==> src/logic/cache_geom_pkg.sv <==
package cache_geom_pkg;

    localparam int addr_width     = 32;
    localparam int word_width     = 32;
    localparam int num_sets       = 16;
    localparam int num_ways       = 4;
    localparam int words_per_line = 8;

    localparam int offset_width = $clog2(words_per_line);
    localparam int set_width    = $clog2(num_sets);
    localparam int way_width    = $clog2(num_ways);
    localparam int tag_width    = addr_width - set_width - offset_width;

    typedef logic [set_width-1:0]    set_idx_t;
    typedef logic [tag_width-1:0]    tag_t;
    typedef logic [way_width-1:0]    way_idx_t;
    typedef logic [offset_width-1:0] offset_t;
    typedef logic [word_width-1:0]   word_t;

    // one bit per way, used for hit and valid vectors.
    typedef logic [num_ways-1:0] way_vec_t;

    // tag sits in the high bits and the word offset in the low bits.
    typedef struct packed {
        tag_t     tag;
        set_idx_t set;
        offset_t  offset;
    } cache_addr_t;

endpackage

==> src/logic/cache_req_pkg.sv <==
package cache_req_pkg;

    typedef struct packed {
        logic                      strobe;
        logic                      write;
        cache_geom_pkg::cache_addr_t addr;
        cache_geom_pkg::word_t     wdata;
    } cache_req_t;

    typedef struct packed {
        logic                  valid;
        logic                  hit;
        cache_geom_pkg::word_t rdata;
    } cache_resp_t;

    // a write miss either fills a free way or evicts the victim way.
    typedef enum logic [1:0] {
        read_access = 2'b00,
        write_hit   = 2'b01,
        write_fill  = 2'b10,
        write_evict = 2'b11
    } access_kind_t;

    typedef struct packed {
        access_kind_t               kind;
        cache_geom_pkg::way_idx_t   way;
        cache_geom_pkg::set_idx_t   set;
    } access_t;

endpackage

==> src/logic/cache_way_select.sv <==
`timescale 1ns/1ps

module cache_way_select (
    input  logic                     clk,
    input  logic                     reset,
    input  cache_req_pkg::cache_req_t req,
    input  cache_geom_pkg::way_vec_t hits,
    input  cache_geom_pkg::way_vec_t valid_flags,
    input  cache_geom_pkg::way_idx_t victim_way,
    output cache_req_pkg::access_t   access,
    output logic                     hit,
    output logic                     evict
);

    cache_geom_pkg::way_idx_t hit_way;
    cache_geom_pkg::way_idx_t free_way;
    logic                     any_hit;
    logic                     all_valid;

    // scan downwards so the lowest matching way wins.
    always_comb begin
        hit_way  = '0;
        free_way = '0;
        for (int i = cache_geom_pkg::num_ways - 1; i >= 0; i--) begin
            if (hits[i]) hit_way = cache_geom_pkg::way_idx_t'(i);
            if (!valid_flags[i]) free_way = cache_geom_pkg::way_idx_t'(i);
        end
    end

    assign any_hit   = |hits;
    assign all_valid = &valid_flags;

    always_comb begin
        access.set  = req.addr.set;
        access.kind = cache_req_pkg::read_access;
        access.way  = hit_way; // reads use the hit way.
        if (req.strobe && req.write) begin
            if (any_hit) begin
                access.kind = cache_req_pkg::write_hit;
            end else if (!all_valid) begin
                access.kind = cache_req_pkg::write_fill;
                access.way  = free_way;
            end else begin
                access.kind = cache_req_pkg::write_evict;
                access.way  = victim_way;
            end
        end
    end

    assign hit   = req.strobe & any_hit;
    assign evict = req.strobe & req.write & ~any_hit & all_valid;

    // a tag may live in at most one way of a set.
    a_hits_onehot: assert property (@(posedge clk) disable iff (reset)
        req.strobe |-> $onehot0(hits));

    a_fill_free_way: assert property (@(posedge clk) disable iff (reset)
        access.kind == cache_req_pkg::write_fill |-> !valid_flags[access.way]);

endmodule

==> config.mk <==
export PLATFORM = sky130hd
export DESIGN_NAME = cache_way_select
export DESIGN_NICKNAME = d
export VERILOG_FILES = /design/src/logic/cache_geom_pkg.sv /design/src/logic/cache_req_pkg.sv /design/src/logic/cache_way_select.sv
export SDC_FILE = /design/constraint.sdc
export NUM_CORES = 1
export LEC_CHECK = 0
export ABC_AREA = 1
export BUFFER_PORTS_ARGS = -buffer_cell sky130_fd_sc_hd__buf_2
export CAP_MARGIN = 20
export CORE_MARGIN = 2
export CORE_UTILIZATION = 13
export DETAILED_ROUTE_END_ITERATION = 10
export PLACE_DENSITY = 0.81
export SYNTH_ARGS = -nofsm -noshare
export SYNTH_HDL_FRONTEND = slang
export SYNTH_SLANG_ARGS = --single-unit
==> constraint.sdc <==
create_clock -name vclk -period 0.8
set_clock_uncertainty 0.05 [all_clocks]
set_input_delay 0.04 -clock vclk [all_inputs]
set_output_delay 0.04 -clock vclk [all_outputs]
set_load 0.01 [all_outputs]
Word-level counts from Yosys, hierarchy flattened
Index checks and enable logic that the tools add are counted.

word-level totals
  register bits after elaboration = 0
  input port bits = 78
  logic and storage cells = 20

operators by class
  multiplexer cells = 12
  bitwise operators = 5
  reductions and logical operators = 3

operator list
  operator             number
  two-way mux 2 bit    10
  bitwise AND 1 bit    4
  two-way mux 4 bit    1
  AND reduction 4 bit  1
  OR reduction 4 bit   1
  two-way mux 3 bit    1
  logical AND 1 bit    1
  inverter 1 bit       1

Logic depth before layout (Yosys ltp)
  depth in word-level cells = 7
  gate-level depth with buffers = 7
  depth with buffers taken out = 7

Least setup slack after synthesis
Ideal clock, no wire load.

  path type = in2out
  start point = in hits[3]
  end point = out evict
  arrival time = 0.535 ns
  data required time = 0.710 ns
  slack = 0.175 ns
  cell stages on the path = 4
  path buffers = 0
  cells stage by stage = nor2_2 nand2_2 nor2_4 and2_1

between the ends
  word-level cells in the longest chain between the ends = 4

ends and longest elaborated chain
  element                          line                    source
  start, declared                  cache_way_select.sv:7   input cache_geom_pkg::way_vec_t hits,
  OR reduction 4 bit               cache_way_select.sv:30  assign any_hit = |hits;
  inverter 1 bit                   cache_way_select.sv:51  assign evict = req.strobe & req.write & ~any_hit & all_valid;
  bitwise AND 1 bit (2 in series)  cache_way_select.sv:51
  end, declared                    cache_way_select.sv:12  output logic evict

Every way passes these cells.

==> insert_results.sql <==
INSERT INTO impl_metrics (metric_group, metric, value, unit) VALUES
('synthesis', 'yosysSeqAreaShare', '0', '%'),
('pwr', 'ir_drop', '0.149', 'mV'),
('final_layout', 'nets', '129', ''),
('timing', 'rsz0062_at_grt', 'yes', ''),
('timing', 'hold_viol_final', '0', ''),
('worst_setup_path', 'standard_cell_with_the_maximum_stage_delay_on_the_critical_path', 'sky130_fd_sc_hd__buf_2', ''),
('synthesis', 'netlist_area', '178', 'um^2'),
('timing', 'final.hold.worst_slack', '30.0', 'ps'),
('status', 'outcome', 'finished, final reports clean', ''),
('worst_setup_path', 'path_max_fanout', '2', ''),
('floorplanning', 'start_util', '13.8', '%'),
('worst_setup_path', 'cp.arrival', '680', 'ps'),
('job', 'max_cap_violations', '0', ''),
('global_routing', 'grt_use_total', '6.25', '%'),
('detailed_routing', 'avgViaCountPerCell', '3.70', ''),
('global_routing', 'via_count_of_the_first_global_routing_pass', '200', ''),
('synthesis', 'synthesized_netlist_net_count', '111', ''),
('timing', 'clock.fmax', '1300', 'MHz'),
('placement', 'place.gp.congestion', '0.598', ''),
('worst_setup_path', 'crit_path_start_kind', 'primary input', ''),
('synthesis', 'ys_types', '11', ''),
('timing', 'slew-limit-headroom', '90.3', '%'),
('worst_setup_path', 'critical-path-top-delay-family', 'buffers and inverters', ''),
('final_layout', 'numSequentialCells', '0', ''),
('timing', 'timing.final.ws_setup', '29.8', 'ps'),
('final_layout', 'layout.cell_area.non_filler', '324', 'um^2'),
('timing', 'worstMarginPinSlew', '144', 'ps'),
('hold_path', 'hold_path.class', 'in -> out', ''),
('placement', 'placed_cells', '62', ''),
('final_layout', 'diodes', '0', ''),
('worst_setup_path', 'path_buf_inv', '3', ''),
('floorplanning', 'floorplan.core_area', '0.00128', 'mm^2'),
('floorplanning', 'die-width', '41.0', 'um'),
('detailed_routing', 'routedWlPerCell', '8.02', 'um'),
('placement', 'port_buffers', '18', ''),
('final_layout', 'layout-drive-gt1-share', '59.2', '%'),
('worst_setup_path', 'max_stage_delay', '130', 'ps'),
('global_routing', 'grt_pass1_wl', '724', 'um'),
('detailed_routing', 'finalWirelength', '513', 'um'),
('floorplanning', 'dieHeight', '41.0', 'um'),
('final_layout', 'seqCellArea', '0', 'um^2'),
('floorplanning', 'floorplan.io_pins', '88', ''),
('global_routing', 'pin_count_of_the_biggest_net_entering_global_routing', '5', ''),
('placement', 'place.detailed.hpwl', '419', 'um'),
('timing', 'post_route_fraction_of_the_period_consumed_by_the_critical_path', '96.3', '%'),
('final_layout', 'post_layout_nonfiller_instances', '64', ''),
('timing', 'final-max-slew-violation-count', '0', ''),
('floorplanning', 'row_count', '13', ''),
('synthesis', 'synth_warnings', '0', ''),
('synthesis', 'post_synth_inst_count', '33', ''),
('placement', 'placed_cell_area', '256', 'um^2'),
('timing', 'setup_total_negative_slack', '0', 'ps'),
('final_layout', 'synthToLayoutAreaGrowth', '82.4', '%'),
('placement', 'placement.setup.worst_slack', '-28.0', 'ps'),
('final_layout', 'multiInputGateArea', '154', 'um^2'),
('worst_setup_path', 'endpoint_kind', 'primary output', ''),
('worst_setup_path', 'worst_ep_required_time', '710', 'ps'),
('final_layout', 'final.fill_count', '145', ''),
('detailed_routing', 'drt.antenna.violating_nets', '0', ''),
('global_routing', 'global_route.overflow_total', '0', ''),
('detailed_routing', 'remaining_drc_errors', '0', ''),
('global_routing', 'antenna_violations_before_repair', '0', ''),
('pwr', 'leakage', '0.000182', 'uW'),
('detailed_routing', 'routed-via-count', '237', ''),
('final_layout', 'clock_buffers', '0', ''),
('worst_setup_path', 'critical_path.cell_chain', 'buf_2 > nand2_2 > nor2_4 > buf_4 > nor2_1 > nor2_1 > buf_2', ''),
('timing', 'min_period', '770', 'ps'),
('detailed_routing', 'drt_iter0_drc', '0', ''),
('synthesis', 'avgSynthCellArea', '5.38', 'um^2'),
('pwr', 'power-per-cell-area', '403', 'mW/mm^2'),
('floorplanning', 'floorplan.die_area', '0.00168', 'mm^2'),
('timing', 'finalSetupViolations', '0', ''),
('worst_setup_path', 'path_class', 'in -> out', ''),
('detailed_routing', 'detail_route.first_pass.iterations', '1', '');
what timing repair did:
| item | 4_1_cts | 5_1_grt |
|---|---|---|
| resized for setup | 7 | 6 |
| setup endpoints to repair | 3 | 3 |
| gates cloned | 0 | 0 |
| buffers inserted | 1 | 1 |
| hold buffers | 0 | 0 |
| pin swaps | 5 | 4 |
cell usage in the layout (no fill, tap or decap), drive strengths merged:
cell	count
buf	20
nand2	13
nor2	9
inv	3
o21ai	2
a21boi	1
and2	1
final timing paths:
kind           start         to  slack [ps]  cells past startpoint
max   valid_flags[0]  access[6]          30                      7
min          req[35]  access[0]          30                      0
stage by stage:
step	total power [uW]	util, %
detailed placement	103	20.0
floorplan	66.5	-
global placement	100	20.0
CTS	123	23.0
global route	144	25.2
finish	131	25.2
routing by layer:
metal | track usage (%) | wire, um
met5 | 0 | 0
met4 | 0 | 0
met3 | 0 | 51
met2 | 14.5 | 283
met1 | 6.09 | 178
power by group:
part           internal, uW  switching (uW)  total [uW]  leakage [uW]
clock network             0               0           0             0
logic                  68.6            62.1         131      0.000182
registers                 0               0           0             0
area by class of cell:
type / count / share of cell area [%]
Timing Repair Buffer: 20 / 43.2
Tap cell: 15 / 5.79
Multi-Input combinational cell: 26 / 47.5
Inverter: 3 / 3.47
cells in the mapped netlist:
master,instances,area share (%)
sky130_fd_sc_hd__nand2_4,1,6.3
sky130_fd_sc_hd__nor2_2,2,7.0
sky130_fd_sc_hd__nor2_4,2,13
sky130_fd_sc_hd__nor2_1,5,11
sky130_fd_sc_hd__and2_1,1,3.5
sky130_fd_sc_hd__inv_1,3,6.3
sky130_fd_sc_hd__a21boi_0,1,4.2
sky130_fd_sc_hd__nand2_1,11,23
sky130_fd_sc_hd__buf_4,4,17
sky130_fd_sc_hd__nand2_2,1,3.5
sky130_fd_sc_hd__o21ai_0,2,5.6
kinds of logic after synthesis:
group	Yosys count	synth area share (%)
AOI/OAI and AO/OA	3	9.86
buffers and inverters	7	23.2
and+or+nand+nor	23	66.9
No activity file was read; power rests on OpenSTA's default activity.
