===== src/logic/cache_geom_pkg.sv =====
package cache_geom_pkg;

    localparam int addr_width     = 32;
    localparam int word_width     = 32;
    localparam int num_sets       = 16;
    localparam int num_ways       = 4;
    localparam int words_per_line = 8;

    localparam int offset_width = $clog2(words_per_line);
    localparam int set_width    = $clog2(num_sets);
    localparam int way_width    = $clog2(num_ways);
    localparam int tag_width    = addr_width - set_width - offset_width;

    typedef logic [set_width-1:0]    set_idx_t;
    typedef logic [tag_width-1:0]    tag_t;
    typedef logic [way_width-1:0]    way_idx_t;
    typedef logic [offset_width-1:0] offset_t;
    typedef logic [word_width-1:0]   word_t;

    // one bit per way, used for hit and valid vectors.
    typedef logic [num_ways-1:0] way_vec_t;

    // tag sits in the high bits and the word offset in the low bits.
    typedef struct packed {
        tag_t     tag;
        set_idx_t set;
        offset_t  offset;
    } cache_addr_t;

endpackage


===== src/logic/cache_replace_unit.sv =====
`timescale 1ns/1ps

module cache_replace_unit (
    input  logic                     clk,
    input  logic                     reset,
    input  cache_geom_pkg::set_idx_t set,
    input  logic                     evict,
    output cache_geom_pkg::way_idx_t victim_way
);

    // one round-robin pointer per set.
    cache_geom_pkg::way_idx_t ptr [cache_geom_pkg::num_sets];

    assign victim_way = ptr[set];

    always_ff @(posedge clk) begin
        if (reset) begin
            for (int s = 0; s < cache_geom_pkg::num_sets; s++) begin
                ptr[s] <= '0;
            end
        end else if (evict) begin
            ptr[set] <= ptr[set] + 1'b1; // wraps from the last way back to way 0.
        end
    end

endmodule


===== config.mk =====
export PLATFORM = sky130hd
export DESIGN_NAME = cache_replace_unit
export DESIGN_NICKNAME = d
export VERILOG_FILES = /design/src/logic/cache_geom_pkg.sv /design/src/logic/cache_replace_unit.sv
export SDC_FILE = /design/constraint.sdc
export NUM_CORES = 1
export LEC_CHECK = 0
export ABC_AREA = 1
export BUFFER_PORTS_ARGS = -buffer_cell sky130_fd_sc_hd__buf_2
export CAP_MARGIN = 20
export CORE_MARGIN = 2
export CORE_UTILIZATION = 54
export DETAILED_ROUTE_END_ITERATION = 10
export GPL_TIMING_DRIVEN = 0
export PLACE_DENSITY = 0.77
export SLEW_MARGIN = 40
export SYNTH_ARGS = -nofsm -noshare
export SYNTH_HDL_FRONTEND = slang
export SYNTH_SLANG_ARGS = --single-unit

===== constraint.sdc =====
create_clock -name clk -period 1.4 [get_ports clk]
set_clock_uncertainty 0.2 [all_clocks]
set_input_delay 0.07 -clock clk [delete_from_list [all_inputs] [get_ports clk]]
set_output_delay 0.07 -clock clk [all_outputs]
set_load 0.02 [all_outputs]

# Word-level counts from Yosys, hierarchy flattened
# Memory sizes are Yosys's and may differ from the RTL's.
# Index checks and enable logic that the tools add are counted.
# Widths: inputs -> output; s select.
[op_classes]
addsub = 1
mux = 8
n_reduce_logical = 1
[op_table]
columns = ["cell", "n"]
rows = [
  ["$mux 1", 6],
  ["$mux 4", 1],
  ["$add 2x1->2 const B", 1],
  ["$mux 2", 1],
  ["$reduce_or 2->1", 1],
]
[word_totals]
ff_bits = 0
ramBits = 32
input_bits = 7
output_inout_bits = 2
word_cells = 11
n_memories = 1
[memory_table]
columns = ["name", "depth", "width", "rd", "rd_clocked_by_memory_dff", "write_ports", "line_no", "rtl"]
rows = [
  ["ptr", 16, 2, 1, 0, 16, "cache_replace_unit.sv:12", "cache_geom_pkg::way_idx_t ptr [cache_geom_pkg::num_sets];"],
]

# Longest topological paths before layout
# Gate-level depths: netlist of run 1.
[depth]
ltp_word = 5
ltp_mapped = 15
mapped_depth_nobuf = 12

# Worst setup path after synthesis of run 1
# OpenSTA, ideal clock, no wires.
[synth_timing]
path_kind = "input port to flip-flop"
startpoint = "input set[0]"
endpoint = "memory ptr[10][1] (netlist name) (data pin)"
setup_time_ps = 253
arrival_ps = 1210
path_slack_ps = -263
path_stages = 15
cell_sequence = "buf_6 > inv_6 > buf_8 > nand2_2 > nand2_1 > nand2_1 > nand2_1 > nand2_1 > nand2_1 > inv_2 > nand2_2 > nand2_2 > nand2_4 > buf_6 > nor2_2"
[synth_rtl]
columns = ["item", "line_no", "rtl"]
rows = [
  ["start: declaration", "cache_replace_unit.sv:6", "input cache_geom_pkg::set_idx_t set,"],
  ["end: declaration", "cache_replace_unit.sv:12", ""],
]

==> impl_metrics.tcl, run 1 <==
set metrics [dict create \
    tightest_slew_ps 613 \
    dieArea_um2 3700 \
    crit_top_cell "nand2_1" \
    vias 1447 \
    grt_start_max_net_pins 11 \
    max_slew_margin_pct 58.8 \
    cts_buffer_depth 2 \
    syn_inst 213 \
    ys_seq_elements 32 \
    end_kind "flip-flop" \
    min_period_ps 1810 \
    seqCellArea_um2 961 \
    p_total_mw 2.21 \
    synthDistinctLibCells 16 \
    largest_reg_flops 32 \
    synth.area.top_cells "edfxtp_1 (55%), nand2_1 (24%), nor2_1 (5.8%)" \
    cts-buffers-inserted 5 \
    synth.cell_area_um2 1750 \
    synth_top_area_cell "edfxtp_1" \
    critPathArrivalTime_ps 1720 \
    clock-sinks 32 \
    tritoncts "built" \
    synth_simple_gate_area_share_pct 39.0 \
    synth_compound_area_share_pct 0 \
    synth_mux_area_share_pct 0 \
    synthAdderAreaFrac_pct 0 \
    die_h_um 60.9 \
    synthToLayoutAreaGrowth_pct 21.7 \
    via_per_inst 5.21 \
    postRouteAntennaNets 0 \
    grt_overflow 0 \
    p_leak_nw 0.935 \
    hpwlAfterDp_um 2510 \
    finalHoldViolations 0 \
    drive_above_1_share_pct 29.5 \
    clock_latency_ps 340 \
    rsz0062_at_grt "yes" \
    powerDensity_nw_per_um2 1040 \
    status "finished with violations" \
    period_share_pct 129 \
    required_ps 1300 \
    hp-class "in2reg" \
    place_congestion 0.806 \
    peakVddDrop_v 0.000857 \
    top_regs "ptr (32)" \
    critical_path.max_fanout 5 \
    dr.pass1.iters 5 \
    setup_slack_ps -413 \
    fmax_mhz 552 \
    chipWidth_um 60.9 \
    wirelength_um 3990 \
    drtIter0Drc 88 \
    cp_slowest_stage_delay_ps 380 \
    core.rowCount 20 \
    critPathLaunchType "flip-flop" \
    grt_use_total_pct 23.7 \
    crit_slowest_cell "edfxtp_1" \
    antenna_found_initial 0 \
    fin_cells 278 \
    fillers 241 \
    avgSynthCellArea_um2 8.19 \
    grt_pass1_wl_um 6070 \
    clk_pin_slew_worst_paths_ps 100 \
    nNetsFinal 240 \
    path_cells "nand2_1 -> nand2_1 -> nand2_1 -> nand2_1 -> nand2_1 -> nand2_2 -> nor2_1 -> nand2_2 -> nand2_4 -> clkbuf_16 -> nor2_2" \
    io_pins 9 \
    cts-htree-levels 2 \
    cap_violations 0 \
    routedWlPerCell_um 14.4 \
    design_area_um2 2120 \
    synth_nets 220 \
    yosysTopAreaCellShare_pct 55.1 \
    synth_xor_area_share_pct 0 \
    grt_pass1_vias 1342 \
    root_buffer "clkbuf_4" \
    port_buffers 7 \
    multiInputGateArea_um2 769 \
    dp_cells 264 \
    synth-seq-area-share_pct 55.1 \
    finalMaxSlewViolations 0 \
    violations "negative setup slack" \
    synth_top_family_by_area "simple AND/OR/NAND/NOR gates" \
    remaining_drc_errors 0 \
    path_class "reg2reg" \
    yosysWarnings 0 \
    top_register "ptr" \
    diodes 0 \
    start_util_pct 57.2 \
    final-setup-viol-count 50 \
    placed_cell_area_um2 1870 \
    core_um2 3050 \
]
where the power goes:
part / switching, mW / internal, mW
logic: 0.262 / 0.180
clock network: 0.305 / 0.364
registers: 0.0115 / 1.09
stage by stage:
step | setup TNS [ps] | hold WS, ps | worst slack [ps] | util, %
after floorplan | -2790 | 222 | -215 | -
final | -11830 | 57.2 | -413 | 69.6
after global routing | -15670 | 78.3 | -470 | 69.6
after detailed placement | -19930 | 401 | -425 | 61.3
after global placement | -18640 | 402 | -419 | 61.3
after CTS | -9360 | 56.9 | -349 | 67.7
placed cells by master (no fill, tap or decap):
cell type	n
inv_1	3
inv_2	4
nor2_1	16
nor2_4	5
nor2_2	16
nand2_4	3
nor3_4	1
edfxtp_1	32
nor3_2	1
inv_8	1
clkbuf_1	1
nand2_2	13
nand2_1	107
buf_4	4
buf_12	3
clkbuf_4	5
buf_2	5
bufinv_16	1
nor3_1	2
clkbuf_16	1
buf_8	2
clkinv_1	4
buf_6	4
area by class of cell:
cell class / instances / area share [%]
timing repair buffer: 13 / 6.12
buffer: 7 / 4.18
multi-input combinational: 164 / 36.2
inverter: 10 / 2.12
clock buffer: 5 / 1.77
sequential: 32 / 45.2
clock inverter: 3 / 1.77
tap: 44 / 2.59
critical path, delay by kind of cell (launching register included):
family        cells  cell delay [ps]
simple gates     10              840
flops             1              380
buf+inv           1              170
logic make-up (layout without fill, tap and decap cells):
family / Yosys count / in the layout
simple gates: 164 / 164
flops: 32 / 32
buf+inv: 17 / 38
per-layer routing:
layer | vias to the layer above | global-route usage [%] | wire, um
li1 | 708 | - | -
met1 | 659 | 30.0 | 1590
met4 | 0 | 11.8 | 99
met3 | 10 | 5.33 | 315
met2 | 70 | 38.4 | 1990
met5 | - | 0 | 0
synth_stat cells, drive strengths merged:
cell and instances:
buf 6, clkbuf 1, clkinv 2, nor3 4, nand2 123, nor2 37, inv 8, edfxtp 32
final timing paths:
kind | from | depth (start not counted) | endpoint | slack, ps
hold reg to reg | ptr[7][0] | 10 | ptr[6][0] | 910
setup / recovery | ptr[13][0] | 11 | ptr[6][1] | -410
hold / removal | reset | 3 | ptr[14][1] | 60
setup reg to reg | ptr[13][0] | 11 | ptr[6][1] | -410
timing repair:
action                                  4_1_cts  5_1_grt
hold buffers                                  0        0
resized for setup                            22       10
buffers inserted                              5        2
pin swaps                                    12        6
cloned                                        0        1
endpoints found under the setup margin       50       58
No activity file was read; power rests on OpenSTA's default activity.
==> inputs of run 2 (changes only) <==
--- a/config.mk
+++ b/config.mk
@@ -9,10 +9,11 @@
 export BUFFER_PORTS_ARGS = -buffer_cell sky130_fd_sc_hd__buf_2
 export CAP_MARGIN = 20
 export CORE_MARGIN = 2
-export CORE_UTILIZATION = 54
+export CORE_UTILIZATION = 57
+export CTS_BUF_LIST = sky130_fd_sc_hd__clkbuf_4
 export DETAILED_ROUTE_END_ITERATION = 10
 export GPL_TIMING_DRIVEN = 0
-export PLACE_DENSITY = 0.77
+export PLACE_DENSITY = 0.81
 export SLEW_MARGIN = 40
 export SYNTH_ARGS = -nofsm -noshare
 export SYNTH_HDL_FRONTEND = slang
==> impl_metrics.tcl, run 2 (synthesis results as in run 1) <==
set metrics [dict create \
    status "finished with violations" \
    violations "negative setup slack" \
    top_regs "ptr (32)" \
    powerDensity_nw_per_um2 975 \
    grt_start_max_net_pins 11 \
    path_class "reg2reg" \
    postRouteAntennaNets 0 \
    pwr-share-clk_pct 25.3 \
    drtIter0Drc 57 \
    grt_overflow 0 \
    crit_slowest_cell "edfxtp_1" \
    rsz0062_at_grt "yes" \
    p_comb_share_pct 21.1 \
    dp_cells 253 \
    grt_pass1_vias 1246 \
    clock-sinks 32 \
    synthToLayoutAreaGrowth_pct 20.7 \
    cts-buffers-inserted 5 \
    root_buffer "clkbuf_4" \
    hpwlAfterDp_um 2290 \
    netSwitchingPower_mw 0.560 \
    r2r_end "ptr[8][1]" \
    tritoncts "built" \
    top_register "ptr" \
    path_delay_family "simple AND/OR/NAND/NOR gates" \
    routedWlPerCell_um 13.7 \
    nNetsFinal 240 \
    crit-reg2reg-launch "ptr[4][1]" \
    worstHoldStart "reset" \
    wirelength_um 3650 \
    core.rowCount 20 \
    critPathArrivalTime_ps 1650 \
    path_cells "nand2_2 -> nand2_1 -> nand2_1 -> nand2_1 -> nand2_1 -> nand2_1 -> nor2_1 -> nand2_1 -> nand2_4 -> clkbuf_16 -> nor2_2" \
    core_um2 2980 \
    critical_path.max_fanout 5 \
    p_int_mw 1.49 \
    fin_cells 267 \
    critPathLaunchType "flip-flop" \
    remaining_drc_errors 0 \
    dr.pass1.iters 4 \
    start_util_pct 58.6 \
    min_period_ps 1750 \
    setup_slack_ps -353 \
    required_ps 1300 \
    via_per_inst 5.14 \
    layout_commonest_cell "nand2_1" \
    die_h_um 59.3 \
    clk_pin_slew_worst_paths_ps 90 \
    finalHoldViolations 0 \
    worst-path-stages 11 \
    tightest_slew_ps 655 \
    hold_end "ptr[13][0]" \
    crit_top_cell "nand2_1" \
    end_kind "flip-flop" \
    reg2reg_depth 11 \
    switching_share_pct 27.2 \
    pwr-share-seq_pct 53.6 \
    cap_violations 0 \
    holdPathStages 3 \
    place_congestion 0.836 \
    grt_pass1_wl_um 5590 \
    final_cell_mix "nand2_1 (108), edfxtp_1 (32), nor2_1 (17)" \
    vias 1373 \
    hp-class "in2reg" \
    cts_buffer_depth 2 \
    dieArea_um2 3520 \
    chipWidth_um 59.3 \
    diodes 0 \
    finalMaxSlewViolations 0 \
    period_share_pct 125 \
    clock_latency_ps 330 \
    antenna_found_initial 0 \
    port_buffers 7 \
    io_pins 9 \
    grt_use_total_pct 22.9 \
    p_total_mw 2.05 \
    max_slew_margin_pct 56.0 \
    crit_buf_inv 1 \
    cp_slowest_stage_delay_ps 400 \
    drive_above_1_share_pct 28.6 \
    cts-htree-levels 2 \
    p_leak_nw 0.921 \
    final-setup-viol-count 54 \
    largest_reg_flops 32 \
    rrSetupSlack_ps -350 \
    crit_start "ptr[4][1]" \
    fmax_mhz 571 \
    peakVddDrop_v 0.000675 \
]
[run 2: changes by cell type in the layout (fill, tap and decap cells not counted), sizes merged]
cell,change
clkbuf,+2
bufinv,-1
clkinv,-1
[run 2: routing by layer]
metal | GRT usage [%] | vias up | wire length, um | share of wire (%)
li1 | - | 704 | - | -
met1 | 28.7 | 638 | 1570 | 43
met2 | 37.2 | 23 | 1840 | 50
met3 | 6.99 | 8 | 178 | 4.9
met4 | 8.44 | 0 | 68 | 1.9
met5 | 0 | - | 0 | 0
[run 2: worst max-delay path by stage]
stage                               end
after floorplan              ptr[10][1]
after global placement       ptr[15][0]
after detailed placement      ptr[7][1]
after CTS                 victim_way[0]
after global routing          ptr[2][1]
final                         ptr[8][1]
[run 2: area by class of cell]
class	count	area, um2
plain buffers	7	88.8
clock buffers	7	52.6
clock inverters	1	3.75
fillers	238	871
inverters	10	45.0
multi-input cells	164	788
flip-flops and latches	32	961
well taps	33	41.3
repair buffers	13	126
[run 2: worst min-delay path, cell delays in order]
cell	delay, ps
buf_2	100
clkinv_1	140
nand2_1	110
[run 2: power groups by stage]
| stage | registers (mW) | clock network (mW) | logic, mW |
|---|---|---|---|
| after floorplan | 1.12 | 0 | 0.230 |
| after global routing | 1.10 | 0.569 | 0.465 |
| after CTS | 1.10 | 0.526 | 0.376 |
| after detailed placement | 1.12 | 0 | 0.300 |
| after global placement | 1.12 | 0 | 0.297 |
| final | 1.10 | 0.520 | 0.432 |
[run 2: through the flow]
stage	hold slack (ps)	utilization (%)	setup slack [ps]	cell area (um2)	TNS (ps)
6_report	53.7	70.8	-353	2110	-12000
5_1_grt	71.7	70.8	-476	2110	-17180
4_1_cts	41.0	67.9	-339	2020	-8610
3_5_place_dp	396	62.4	-431	1860	-20100
3_3_place_gp	395	62.4	-405	1860	-18600
2_1_floorplan	222	-	-215	1780	-2790
[run 2: repair_timing]
item | CTS | global route
setup buffers | 4 | 1
cloned | 0 | 1
hold buffers | 0 | 0
pin swaps | 11 | 6
gates resized for setup | 21 | 13
setup endpoints to repair | 45 | 58
==> inputs of run 3 (changes only) <==
--- a/config.mk
+++ b/config.mk
@@ -14,6 +14,7 @@
 export DETAILED_ROUTE_END_ITERATION = 10
 export GPL_TIMING_DRIVEN = 0
 export PLACE_DENSITY = 0.81
+export REMOVE_ABC_BUFFERS = 1
 export SLEW_MARGIN = 40
 export SYNTH_ARGS = -nofsm -noshare
 export SYNTH_HDL_FRONTEND = slang
==> impl_metrics.tcl, run 3 (synthesis results as in run 1) <==
set metrics [dict create \
    status "finished with violations" \
    violations "negative setup slack" \
    wirelength_um 3320 \
    period_share_pct 118 \
    via_per_inst 5.13 \
    start_util_pct 58.6 \
    io_pins 9 \
    netSwitchingPower_mw 0.521 \
    clock_latency_ps 320 \
    critPathLaunchType "flip-flop" \
    setup_slack_ps -250 \
    antenna_found_initial 0 \
    path_class "reg2reg" \
    top_layer "met4" \
    p_leak_nw 0.864 \
    cp_slowest_stage_delay_ps 370 \
    routedWlPerCell_um 13.0 \
    postRouteAntennaNets 0 \
    grt_pass1_wl_um 5160 \
    nNetsFinal 232 \
    port_buffers 8 \
    vias 1312 \
    final-setup-viol-count 54 \
    p_int_mw 1.37 \
    p_comb_share_pct 18.3 \
    top_register "ptr" \
    cap_violations 0 \
    crit_top_cell "nand2_1" \
    end_kind "flip-flop" \
    diodes 0 \
    cts_buffer_depth 2 \
    top_regs "ptr (32)" \
    tritoncts "built" \
    critPathArrivalTime_ps 1520 \
    required_ps 1270 \
    fillers 247 \
    largest_reg_flops 32 \
    chipWidth_um 59.3 \
    grt_overflow 0 \
    powerDensity_nw_per_um2 959 \
    seqCellArea_um2 961 \
    path_cells "nand2_1 -> nand2_1 -> nand2_1 -> nand2_1 -> nand2_1 -> nand2_2 -> nor2_2 -> nand2_4 -> nand2_8 -> nor2_1" \
    multiInputGateArea_um2 793 \
    design_area_um2 1970 \
    crit_buf_inv 0 \
    wl_met1_um 1430 \
    path_delay_family "simple AND/OR/NAND/NOR gates" \
    hpwlAfterDp_um 2110 \
    worstHoldStart "set[3]" \
    dr.pass1.iters 4 \
    layout_commonest_cell "nand2_1" \
    drive_above_1_share_pct 28.3 \
    fmax_mhz 606 \
    grt_pass1_vias 1187 \
    min_period_ps 1650 \
    pwr-share-seq_pct 58.4 \
    grt_start_max_net_pins 20 \
    finalHoldViolations 0 \
    met3_wirelength_um 185 \
    crit-reg2reg-launch "ptr[5][0]" \
    pre_cts_slack_ps -757 \
    crit_slowest_cell "edfxtp_1" \
    place_congestion 0.824 \
    drtIter0Drc 42 \
    clk_pin_slew_worst_paths_ps 90 \
    tightest_slew_ps 513 \
    core.rowCount 20 \
    placed_cell_area_um2 1770 \
    remaining_drc_errors 0 \
    die_h_um 59.3 \
    pwr-share-clk_pct 23.3 \
    cts_hold_buf 0 \
    switching_share_pct 27.6 \
    final_cell_mix "nand2_1 (104), edfxtp_1 (32), nor2_1 (19)" \
    root_buffer "clkbuf_4" \
    cts-buffers-inserted 5 \
    clock-sinks 32 \
    grt_use_total_pct 20.6 \
    peakVddDrop_v 0.000619 \
    rsz0062_at_grt "yes" \
    crit_start "ptr[5][0]" \
    hp-class "in2reg" \
    cts-htree-levels 2 \
    synthToLayoutAreaGrowth_pct 12.8 \
    critical_path.max_fanout 8 \
    core_um2 2980 \
    dieArea_um2 3520 \
    max_slew_margin_pct 65.5 \
    finalMaxSlewViolations 0 \
    met2RoutedLength_um 1680 \
]
## run 3: cell count changes in the layout (fill, tap and decap cells not counted), moves of 3 or more
cell / previous run / this run
nor2_4: 12 / 2
nor2_2: 8 / 16
nand2_1: 108 / 104
buf_12: 3 / 0
buf_4: 5 / 2
clkinv_1: 3 / 0
## run 3: worst paths after layout
| kind | end | slack (ps) | cells after the start |
|---|---|---|---|
| max | ptr[3][1] | -250 | 10 |
| min | ptr[4][1] | 110 | 4 |
| max reg2reg | ptr[3][1] | -250 | 10 |
| min reg2reg | ptr[12][1] | 900 | 10 |
## run 3: layer usage
| layer | global-route usage (%) | up-vias |
|---|---|---|
| met2 | 33.4 | 30 |
| met3 | 7.21 | 2 |
| met4 | 7.14 | 0 |
| met1 | 25.5 | 588 |
| met5 | 0 | - |
| li1 | - | 692 |
## run 3: stage by stage
| stage | std cells | hold slack, ps | power [mW] | TNS (ps) | utilization (%) |
|---|---|---|---|---|---|
| after floorplan | 206 | 223 | 1.30 | -5320 | - |
| after global placement | 247 | 420 | 1.36 | -32160 | 59.3 |
| after detailed placement | 247 | 434 | 1.37 | -33820 | 59.3 |
| after CTS | 255 | 91.2 | 1.84 | -10580 | 62.6 |
| after global routing | 256 | 130 | 1.97 | -12670 | 66.1 |
| final | 256 | 106 | 1.89 | -8280 | 66.1 |
## run 3: what timing repair did
item                                    in CTS  in global routing
setup buffers                                2                  1
endpoints found under the setup margin      66                 66
gates cloned                                 1                  0
pin swaps                                   12                 14
gates resized for setup                     12                 26
## run 3: final cells by class
class                   count  share of cell area (%)
flip-flops and latches     32                    48.8
clock buffers               5                    1.91
well taps                  33                    2.10
inverters                  10                    2.54
repair buffers             11                    4.32
multi-input cells         165                    40.3
## run 3: power groups by stage
stage | clock (mW) | sequential [mW] | combinational (mW)
after floorplan | 0 | 1.12 | 0.175
after global placement | 0 | 1.12 | 0.242
after detailed placement | 0 | 1.12 | 0.248
after CTS | 0.441 | 1.10 | 0.294
after global routing | 0.487 | 1.10 | 0.377
final | 0.441 | 1.10 | 0.345
## run 3: worst reg2reg max path: stages, from the launching register on
cell and delay (ps):
edfxtp_1 370, nand2_1 70, nand2_1 60, nand2_1 60
nand2_1 50, nand2_1 70, nand2_2 70, nor2_2 150
nand2_4 110, nand2_8 120, nor2_1 60
